### src/rtl/rv_pkg.sv
package rv_pkg;

  typedef enum logic [6:0] {
    OPC_LUI    = 7'b0110111,  // load upper immediate
    OPC_AUIPC  = 7'b0010111,  // add upper immediate to pc
    OPC_JAL    = 7'b1101111,
    OPC_JALR   = 7'b1100111,
    OPC_BRANCH = 7'b1100011,  // beq/bne/blt/bge/bltu/bgeu
    OPC_LOAD   = 7'b0000011,
    OPC_STORE  = 7'b0100011,
    OPC_OP_IMM = 7'b0010011,  // register-immediate alu ops
    OPC_OP     = 7'b0110011   // register-register alu ops
  } opcode_e;

  typedef enum logic [3:0] {
    ALU_ADD, ALU_SUB, ALU_SLL, ALU_SLT, ALU_SLTU, ALU_XOR,
    ALU_SRL, ALU_SRA, ALU_OR, ALU_AND, ALU_PASS_B
  } alu_op_e;

  typedef enum logic [1:0] {
    WD_ALU = 2'b00,  // alu result
    WD_MEM = 2'b01,  // formatted load data
    WD_PC4 = 2'b10,  // link address
    WD_IMM = 2'b11   // upper immediate
  } wd_sel_e;

  // same encoding the memory side expects on store_size
  typedef enum logic [1:0] {
    SZ_BYTE = 2'b00,
    SZ_HALF = 2'b01,
    SZ_WORD = 2'b10,
    SZ_READ = 2'b11
  } store_size_e;

  typedef struct packed {
    opcode_e     op;
    logic [4:0]  rd;
    logic [4:0]  rs1;
    logic [4:0]  rs2;
    logic [2:0]  funct3;
    logic [6:0]  funct7;
    logic [31:0] imm;     // already sign extended
  } decoded_s;

  typedef struct packed {
    logic        we_reg;
    logic        branch;
    logic        jal;
    logic        jalr;
    logic        mem_en;
    store_size_e store_size;
    alu_op_e     alu_op;
    logic        a_sel_pc;   // pc as operand a
    logic        b_sel_imm;  // immediate as operand b
    wd_sel_e     wd_sel;
    logic        is_load;
  } ctrl_s;

endpackage

### src/rtl/alu.sv
`timescale 1ns/1ns

module alu (
  input  logic [31:0]     a, b,              // selected operands
  input  rv_pkg::alu_op_e op,
  input  logic [31:0]     rs1_val, rs2_val,  // raw register values for compare
  input  logic [2:0]      funct3,            // branch condition
  output logic [31:0]     res,
  output logic            taken
);

  always_comb begin
    case (op)
      rv_pkg::ALU_ADD:    res = a + b;
      rv_pkg::ALU_SUB:    res = a - b;
      rv_pkg::ALU_SLL:    res = a << b[4:0];  // shamt is low 5 bits
      rv_pkg::ALU_SLT:    res = {31'd0, $signed(a) < $signed(b)};
      rv_pkg::ALU_SLTU:   res = {31'd0, a < b};
      rv_pkg::ALU_XOR:    res = a ^ b;
      rv_pkg::ALU_SRL:    res = a >> b[4:0];
      rv_pkg::ALU_SRA:    res = $unsigned($signed(a) >>> b[4:0]);
      rv_pkg::ALU_OR:     res = a | b;
      rv_pkg::ALU_AND:    res = a & b;
      rv_pkg::ALU_PASS_B: res = b;
      default:            res = 32'd0;
    endcase
  end

  always_comb begin
    case (funct3)
      3'b000:  taken = (rs1_val == rs2_val);                    // beq
      3'b001:  taken = (rs1_val != rs2_val);                    // bne
      3'b100:  taken = ($signed(rs1_val) < $signed(rs2_val));   // blt
      3'b101:  taken = ($signed(rs1_val) >= $signed(rs2_val));  // bge
      3'b110:  taken = (rs1_val < rs2_val);                     // bltu
      3'b111:  taken = (rs1_val >= rs2_val);                    // bgeu
      default: taken = 1'b0;                                    // reserved codes
    endcase
  end

endmodule

### src/rtl/controller.sv
`timescale 1ns/1ns

module controller (
  input  rv_pkg::decoded_s dec,
  output rv_pkg::ctrl_s    ctrl
);

  rv_pkg::alu_op_e funct_op;  // alu op picked by funct3/funct7

  always_comb begin
    case (dec.funct3)
      3'b000:  funct_op = (dec.op == rv_pkg::OPC_OP && dec.funct7[5]) ? rv_pkg::ALU_SUB
                                                                     : rv_pkg::ALU_ADD;
      3'b001:  funct_op = rv_pkg::ALU_SLL;
      3'b010:  funct_op = rv_pkg::ALU_SLT;
      3'b011:  funct_op = rv_pkg::ALU_SLTU;
      3'b100:  funct_op = rv_pkg::ALU_XOR;
      3'b101:  funct_op = dec.funct7[5] ? rv_pkg::ALU_SRA : rv_pkg::ALU_SRL;  // srai too
      3'b110:  funct_op = rv_pkg::ALU_OR;
      default: funct_op = rv_pkg::ALU_AND;
    endcase
  end

  always_comb begin
    ctrl            = '0;  // unknown opcode acts as nop
    ctrl.store_size = rv_pkg::SZ_READ;
    ctrl.alu_op     = rv_pkg::ALU_ADD;
    ctrl.wd_sel     = rv_pkg::WD_ALU;
    case (dec.op)
      rv_pkg::OPC_LUI: begin
        ctrl.we_reg    = 1'b1;
        ctrl.b_sel_imm = 1'b1;
        ctrl.alu_op    = rv_pkg::ALU_PASS_B;  // address output just mirrors imm
        ctrl.wd_sel    = rv_pkg::WD_IMM;
      end
      rv_pkg::OPC_AUIPC: begin
        ctrl.we_reg    = 1'b1;
        ctrl.a_sel_pc  = 1'b1;
        ctrl.b_sel_imm = 1'b1;
      end
      rv_pkg::OPC_JAL: begin
        ctrl.we_reg    = 1'b1;
        ctrl.jal       = 1'b1;
        ctrl.a_sel_pc  = 1'b1;  // target = pc + imm
        ctrl.b_sel_imm = 1'b1;
        ctrl.wd_sel    = rv_pkg::WD_PC4;
      end
      rv_pkg::OPC_JALR: begin
        ctrl.we_reg    = 1'b1;
        ctrl.jalr      = 1'b1;
        ctrl.b_sel_imm = 1'b1;  // target = rs1 + imm
        ctrl.wd_sel    = rv_pkg::WD_PC4;
      end
      rv_pkg::OPC_BRANCH: begin
        ctrl.branch    = 1'b1;
        ctrl.a_sel_pc  = 1'b1;  // alu builds the target, compare is separate
        ctrl.b_sel_imm = 1'b1;
      end
      rv_pkg::OPC_LOAD: begin
        ctrl.we_reg    = 1'b1;
        ctrl.mem_en    = 1'b1;
        ctrl.is_load   = 1'b1;
        ctrl.b_sel_imm = 1'b1;
        ctrl.wd_sel    = rv_pkg::WD_MEM;
      end
      rv_pkg::OPC_STORE: begin
        ctrl.mem_en     = 1'b1;
        ctrl.b_sel_imm  = 1'b1;
        ctrl.store_size = rv_pkg::store_size_e'(dec.funct3[1:0]);  // 00 b, 01 h, 10 w
      end
      rv_pkg::OPC_OP_IMM: begin
        ctrl.we_reg    = 1'b1;
        ctrl.b_sel_imm = 1'b1;
        ctrl.alu_op    = funct_op;
      end
      rv_pkg::OPC_OP: begin
        ctrl.we_reg = 1'b1;
        ctrl.alu_op = funct_op;
      end
      default: ;
    endcase
  end

endmodule

### src/rtl/core.sv
`timescale 1ns/1ns

module core #(
  parameter logic [31:0] RESET_PC = 32'd0
) (
  input  logic                CLK,
  input  logic                rst,
  input  logic                stall_mem,       // memory busy, freeze core
  input  logic [31:0]         instr_fetch,     // word at pc
  input  logic [31:0]         mem_read_data,
  output logic                memory_en,       // access strobe
  output rv_pkg::store_size_e store_size,      // width or READ
  output logic [31:0]         nextPC,          // fetch address for next cycle
  output logic [31:0]         mem_write_data,
  output logic [31:0]         mem_addr
);

  rv_pkg::decoded_s dec;
  rv_pkg::ctrl_s    ctrl;
  logic [31:0] pc, pc_plus4;
  logic [31:0] rd1, rd2, op_a, op_b, alu_res, load_data, wd;
  logic        taken, we;

  decode u_decode (.instr(instr_fetch), .dec(dec));

  controller u_controller (.dec(dec), .ctrl(ctrl));

  regfile u_regfile (
    .CLK(CLK), .we(we), .rd(dec.rd), .rs1(dec.rs1), .rs2(dec.rs2),
    .wd(wd), .rd1(rd1), .rd2(rd2)
  );

  assign op_a = ctrl.a_sel_pc ? pc : rd1;        // pc for auipc/jal/branch
  assign op_b = ctrl.b_sel_imm ? dec.imm : rd2;

  alu u_alu (
    .a(op_a), .b(op_b), .op(ctrl.alu_op), .rs1_val(rd1), .rs2_val(rd2),
    .funct3(dec.funct3), .res(alu_res), .taken(taken)
  );

  lsu u_lsu (
    .is_load(ctrl.is_load), .funct3(dec.funct3), .mem_read_data(mem_read_data),
    .rs2_val(rd2), .load_data(load_data), .mem_write_data(mem_write_data)
  );

  assign mem_addr   = alu_res;                   // base + offset
  assign memory_en  = ctrl.mem_en & ~rst;        // no access while in reset
  assign store_size = ctrl.store_size;
  assign we         = ctrl.we_reg & ~stall_mem & ~rst;  // write only on retiring edge
  assign pc_plus4   = pc + 32'd4;

  always_comb begin
    case (ctrl.wd_sel)
      rv_pkg::WD_ALU: wd = alu_res;
      rv_pkg::WD_MEM: wd = load_data;
      rv_pkg::WD_PC4: wd = pc_plus4;             // link value
      default:        wd = dec.imm;              // lui
    endcase
  end

  always_comb begin
    if (stall_mem) begin
      nextPC = pc;                               // hold fetch while memory busy
    end else if (ctrl.jalr) begin
      nextPC = {alu_res[31:1], 1'b0};            // lsb cleared per spec
    end else if (ctrl.jal || (ctrl.branch && taken)) begin
      nextPC = alu_res;
    end else begin
      nextPC = pc_plus4;
    end
  end

  always_ff @(posedge CLK) begin
    if (rst) begin
      pc <= RESET_PC;
    end else if (!stall_mem) begin
      pc <= nextPC;                              // retire one instruction
    end
  end

endmodule

### src/rtl/decode.sv
`timescale 1ns/1ns

module decode (
  input  logic [31:0]      instr,  // fetched instruction word
  output rv_pkg::decoded_s dec     // sliced fields + immediate
);

  logic [31:0] imm_i, imm_s, imm_b, imm_u, imm_j;

  // immediate formats, all sign extended from bit 31
  assign imm_i = {{20{instr[31]}}, instr[31:20]};
  assign imm_s = {{20{instr[31]}}, instr[31:25], instr[11:7]};
  assign imm_b = {{19{instr[31]}}, instr[31], instr[7], instr[30:25], instr[11:8], 1'b0};
  assign imm_u = {instr[31:12], 12'b0};  // low bits zero
  assign imm_j = {{11{instr[31]}}, instr[31], instr[19:12], instr[20], instr[30:21], 1'b0};

  always_comb begin
    dec.op     = rv_pkg::opcode_e'(instr[6:0]);  // unknown codes pass through
    dec.rd     = instr[11:7];
    dec.rs1    = instr[19:15];
    dec.rs2    = instr[24:20];
    dec.funct3 = instr[14:12];
    dec.funct7 = instr[31:25];
    case (dec.op)
      rv_pkg::OPC_LUI,
      rv_pkg::OPC_AUIPC:  dec.imm = imm_u;
      rv_pkg::OPC_JAL:    dec.imm = imm_j;
      rv_pkg::OPC_BRANCH: dec.imm = imm_b;
      rv_pkg::OPC_STORE:  dec.imm = imm_s;
      default:            dec.imm = imm_i;  // jalr, loads, op-imm
    endcase
  end

endmodule

### src/rtl/lsu.sv
`timescale 1ns/1ns

module lsu (
  input  logic        is_load,
  input  logic [2:0]  funct3,          // access width and signedness
  input  logic [31:0] mem_read_data,
  input  logic [31:0] rs2_val,         // store source
  output logic [31:0] load_data,
  output logic [31:0] mem_write_data
);

  // load formatting, zero when not a load
  always_comb begin
    if (is_load) begin
      case (funct3)
        3'b000:  load_data = {{24{mem_read_data[7]}}, mem_read_data[7:0]};    // lb
        3'b001:  load_data = {{16{mem_read_data[15]}}, mem_read_data[15:0]};  // lh
        3'b010:  load_data = mem_read_data;                                   // lw
        3'b100:  load_data = {24'd0, mem_read_data[7:0]};                     // lbu
        3'b101:  load_data = {16'd0, mem_read_data[15:0]};                    // lhu
        default: load_data = 32'd0;
      endcase
    end else begin
      load_data = 32'd0;
    end
  end

  // store data, upper bytes cleared per width
  always_comb begin
    case (funct3)
      3'b000:  mem_write_data = {24'd0, rs2_val[7:0]};   // sb
      3'b001:  mem_write_data = {16'd0, rs2_val[15:0]};  // sh
      3'b010:  mem_write_data = rs2_val;                 // sw
      default: mem_write_data = 32'd0;
    endcase
  end

endmodule

### src/rtl/regfile.sv
`timescale 1ns/1ns

module regfile (
  input  logic        CLK,
  input  logic        we,             // already gated by stall and reset
  input  logic [4:0]  rd, rs1, rs2,
  input  logic [31:0] wd,
  output logic [31:0] rd1, rd2        // combinational read ports
);

  logic [31:0] regs [32];  // entry 0 never written

  always_ff @(posedge CLK) begin
    if (we && rd != 5'd0) begin
      regs[rd] <= wd;
    end
  end

  assign rd1 = (rs1 == 5'd0) ? 32'd0 : regs[rs1];  // x0 hard zero
  assign rd2 = (rs2 == 5'd0) ? 32'd0 : regs[rs2];

endmodule

### config.mk
export PLATFORM = sky130hd
export DESIGN_NAME = core
export DESIGN_NICKNAME = d
export VERILOG_FILES = /design/src/rtl/rv_pkg.sv /design/src/rtl/alu.sv /design/src/rtl/controller.sv /design/src/rtl/core.sv /design/src/rtl/decode.sv /design/src/rtl/lsu.sv /design/src/rtl/regfile.sv
export SDC_FILE = /design/constraint.sdc
export NUM_CORES = 2
export LEC_CHECK = 0
export BUFFER_PORTS_ARGS = -buffer_cell sky130_fd_sc_hd__buf_2
export CAP_MARGIN = 10
export CORE_MARGIN = 8
export CORE_UTILIZATION = 28
export CTS_CLUSTER_SIZE = 8
export DETAILED_ROUTE_END_ITERATION = 8
export GPL_TIMING_DRIVEN = 0
export HOLD_SLACK_MARGIN = 0.02
export PLACE_DENSITY = 0.51
export SYNTH_ARGS = -nofsm -noshare
export SYNTH_HDL_FRONTEND = slang
export SYNTH_SLANG_ARGS = --single-unit
export TNS_END_PERCENT = 1
### constraint.sdc
create_clock -name CLK -period 16.1 [get_ports CLK]
set_input_delay 3.22 -clock CLK [delete_from_list [all_inputs] [get_ports CLK]]
set_output_delay 3.22 -clock CLK [all_outputs]
set_load 0.01 [all_outputs]
=== Word-level counts from Yosys, hierarchy flattened ===
Memory sizes are Yosys's and may differ from the RTL's.
Cells that the tools add are included.

* Bits in registers: 32
* Word-level logic and storage cells: 99
* Memories kept: 1
* Input bits: 67
* Output and inout bits: 99
* Bits in writable memories: 1024

* Shift-type cells: 3
* Order comparisons: 6
* Add/subtract/negate cells: 3
* Muxes and demuxes: 30
* Equality and inequality tests: 30
* Reductions and logical operators: 17
* Bitwise logic cells: 8

{| class="wikitable"
|+ Memory list
! memory !! depth !! width !! read ports !! clocked after Yosys merged registers in !! write ports !! line !! text
|-
| u_regfile.regs || 32 || 32 || 2 || 0 || 1 || regfile.sv:11 || <nowiki>logic [31:0] regs [32];</nowiki>
|}

{| class="wikitable"
|+ Operators with widths
! kind !! count
|-
| 32-bit case mux with 11 select lines || 1
|-
| 32-bit two-way mux || 8
|-
| 32-bit case mux with 3 select lines || 2
|-
| 32-bit case mux with 5 select lines || 1
|-
| 32-bit less-than comparator || 4
|-
| 31-bit case mux with 4 select lines || 1
|-
| 32-bit >= comparator || 2
|-
| 32-bit by 3-bit adder with 32-bit output, second input constant || 1
|-
| 32-bit adder || 1
|-
| 32-bit AND || 1
|-
| 32-bit == test || 1
|-
| 32-bit inequality test || 1
|-
| 32-bit OR || 1
|-
| 32-bit by 5-bit << shifter with 32-bit output || 1
|-
| 32-bit by 5-bit >> shifter with 32-bit output || 1
|-
| 32-bit by 5-bit >>> shifter with 32-bit output || 1
|-
| 32-bit subtractor || 1
|-
| 32-bit bitwise XOR || 1
|-
| 4-bit case mux with 7 select lines || 1
|-
| 7-bit by 6-bit == test with 1-bit output, second input constant || 3
|-
| 7-bit == test, second input constant || 3
|-
| 4-bit by 3-bit == test with 1-bit output, second input constant || 4
|-
| 7-bit by 5-bit == test with 1-bit output, second input constant || 2
|-
| 3-bit == test, second input constant || 4
|-
| other kinds (26) || 50
|}

=== Logic depth before layout (Yosys ltp) ===
* Depth after elaboration: 10
* Depth in mapped cells: 31
* Gate-level depth less buffers: 21

=== Modules after synthesis ===
A second synthesis with hierarchy kept.

* Cells, all modules: 4847
* Area, all modules: 63653.5 sq um

{| class="wikitable"
|+ By module, submodules not included
! module !! area an instance (sq um) !! cells an instance !! times used !! seq. area each (sq um)
|-
| regfile || 47904.7 || 2564 || 1 || 30749.5
|-
| alu || 9839.4 || 1504 || 1 || 0.0
|-
| core || 4205.3 || 517 || 1 || 640.6
|-
| lsu || 767.0 || 117 || 1 || 0.0
|-
| decode || 653.1 || 96 || 1 || 0.0
|-
| controller || 284.0 || 49 || 1 || 0.0
|}

=== Worst setup path before layout ===
OpenSTA, ideal clock, no wires.

* Path type: input to output
* Start: input port instr_fetch[21]
* End: output port nextPC[14]
* Cell stages on the path: 30
* Arrival: 9.578 ns
* Setup slack: 3.302 ns
* Cells stage by stage: buf_6 buf_4 buf_2 buf_4 buf_2 buf_4 buf_4 buf_4 buf_2 clkbuf_1 mux4_2 mux4_2 nand2_1 o21ai_0 nand2_1 o21bai_1 ha_1 clkbuf_1 and2_1 a311o_1 or4b_2 a31o_2 a21o_1 a21oi_1 o31ai_1 o21ai_0 o311ai_0 a211o_1 nor3_1 o221ai_1

* Word-level cells in the longest chain between the ends: 9

{| class="wikitable"
|+ Ends and longest elaborated chain
! item !! line !! text
|-
| start, declared || core.sv:9 || <nowiki>input logic [31:0] instr_fetch,</nowiki>
|-
| branches (longest 7 deep; another with memory 32 x 32 bit) || n/a ||
|-
| 32-bit two-way mux (*) || core.sv:64 || <nowiki>end else if (ctrl.jalr) begin</nowiki>
|-
| 32-bit two-way mux (*) || core.sv:62 || <nowiki>if (stall_mem) begin</nowiki>
|-
| end, declared || core.sv:13 || <nowiki>output logic [31:0] nextPC,</nowiki>
|}

Every way passes the cells marked *.

=== Worst setup path in the final report ===
* Start: input port instr_fetch[23]
* End: output port nextPC[30]

Same word-level chain as after synthesis.

==> results.ini <==
[synthesis]
syn-cell-area_sq_um=62700
synth_cells=4952
synth-edff-count=1024
yosys_register_bits=1056
seq_area_frac_synth=0.500
synth_cell_type_count=107
ys.flop_type=edfxtp_1
yosys_warnings=0
synth.avg_cell_area_sq_um=12.7
async_reset_ff_frac=0

[detailed_routing]
drcViolationCount=0
ant_nets=0
vias=54400
first_pass_iters=8
wirelength_mm=360
drtIter0Drc=9726
avgViaCountPerCell=6.42
wl_per_cell_microns=42.5

[timing]
hold_viol=0
period_share=1.02
finClkSkew_ps=69.7
layout_setup_ws_ps=-250
fmax_mhz=61.2
drv_slew=0
period_needed_ps=16350
worst_pin_slew_ps=1450
relSlewSlack=0.0332
report.final.setup_viol=11

[clock_network]
cts_tree=built
hold_buffers=0
insertion_delay_ps=830
clkSinkCount=1056
path_clk_slew_ps=70
cts_max_path_buffers=3
cts_made_buffers=152
htreeDepth=4
cts_root_buffer=clkbuf_16

[power]
power.total_w=0.00941
powerDensity_nw_per_um2=126
p_leak_nw=26.7
peakVddDrop_uv=141

[setup_path]
crit_fanout=10
startpoint_type=primary input
required_ps=12880
path_class=in2out
path_common_cell=clkbuf_1
cp_slowest_cell=clkbuf_1
crit_arrival_ps=13130
endpoint_kind=output pin
cp_slowest_stage_delay_ps=910

[floorplan]
pin_count=166
rows=173
dieArea_sq_um=239000
coreArea_sq_um=223000
initial_utilization=0.282
die_w_microns=489
die_h_microns=489

[status]
violations=setup timing
outcome=finished, violations left

[finish]
drive_gt1_frac=0.213
fin_nets=5660
final_cell_mix=edfxtp_1, mux2i_1, nand2_1, mux4_2, a21oi_1
area_delta_synth_final_pct=19.3
final_common_cell=edfxtp_1

[global_route]
grt_pass1_vias=51000
grt_pass1_wl_mm=472
grt_overflow_total=0
antenna_found_initial=41
track_usage=0.288
grt_max_degree=33

[flow_run]
cap_viol_max_count=0

[min_path]
holdCritPathClass=reg2reg

[placement]
dp_hpwl_mm=269
port-buffer-count=155
place_congestion=1.00
pre_cts_ws_ps=-2450

==> worst max-delay path, delay by kind of cell <==
kind / cells / cell delay (ps)
AND/OR/NAND/NOR: 4 / 920
AO/OA/AOI/OAI: 11 / 3570
adder cells (fa/ha/maj): 1 / 330
buffers and inverters: 9 / 4970
==> sequential cells by signal (all words and copies together) (netlist names) <==
register	flops
u_regfile.regs	1024
pc	32
==> report_power, final <==
| part | switching, W | internal, W | leakage, nW |
|---|---|---|---|
| logic | 0.00212 | 0.000793 | 15.1 |
| registers | 0.0000183 | 0.00348 | 9.52 |
| clock network | 0.00128 | 0.00172 | 2.06 |
==> final cells by class <==
class                      count  area [sq um]
timing repair buffer         319          3260
tap                         2975          3720
antenna                       15          37.5
sequential                  1056         31400
inverter                     122           460
fill                       22000        148000
clock buffer                 162          3890
multi-input combinational   3417         29600
buffer                       387          2150
clock inverter                18           364
==> stage by stage <==
stage                     cells   util  TNS (ps)  cell area, sq um  hold slack, ps
after global routing       8459  0.336    -0.105             74800             679
final                      8471  0.336     -1280             74800             643
after global placement     8113  0.303   -460980             67300             615
after detailed placement   8259  0.315   -104550             70200             620
after CTS                  8446  0.335    -0.176             74600             636
after floorplan            4983      -         0             62900             530
==> final timing paths <==
check	from	slack, ps	cells after the start	endpoint
setup / recovery	instr_fetch[23]	-250	25	nextPC[30]
hold / removal	pc[16]	640	2	pc[16]
setup reg to reg	u_regfile.regs[10][3]	6030	19	u_regfile.regs[5][0]
hold reg to reg	pc[16]	640	2	pc[16]
==> cells by family after synthesis <==
group                      synth area share
and+or+nand+nor                      0.0797
muxes                                 0.213
other                             0.0000598
DFF                                   0.500
buffers and inverters                0.0408
xor gates and xnor gates            0.00754
adders and majority gates            0.0278
AOI/OAI and AO/OA                     0.131
==> synth_stat cells (46+ instances only) <==
master	instances	area, sq um
nand3_1	76	380
o21ai_0	134	671
ha_1	136	1700
edfxtp_1	1024	30700
buf_4	52	390
inv_1	116	435
nor2_1	298	1120
a21oi_1	290	1450
o221ai_1	61	534
mux2_2	46	518
nand2_1	319	1200
nor3_1	57	285
a31oi_1	47	294
mux2i_1	604	6050
a211oi_1	51	383
a22oi_1	235	1760
clkbuf_1	167	627
mux4_2	301	6780
buf_2	85	425
==> metal layers <==
metal | track usage | wire, microns | up-vias
met5 | 0 | 92 | -
li1 | - | - | 20700
met2 | 0.425 | 151000 | 4735
met1 | 0.360 | 130000 | 27900
met3 | 0.0937 | 48000 | 1059
met4 | 0.194 | 30200 | 16
==> what timing repair did <==
item	4_1_cts	5_1_grt
gates resized for setup	35	18
setup buffers	7	3
pin swaps	4	3
endpoints found under the setup margin	59	20
endpoints found under the hold margin	0	0
Note: power is estimated with default switching activity, not from simulation.
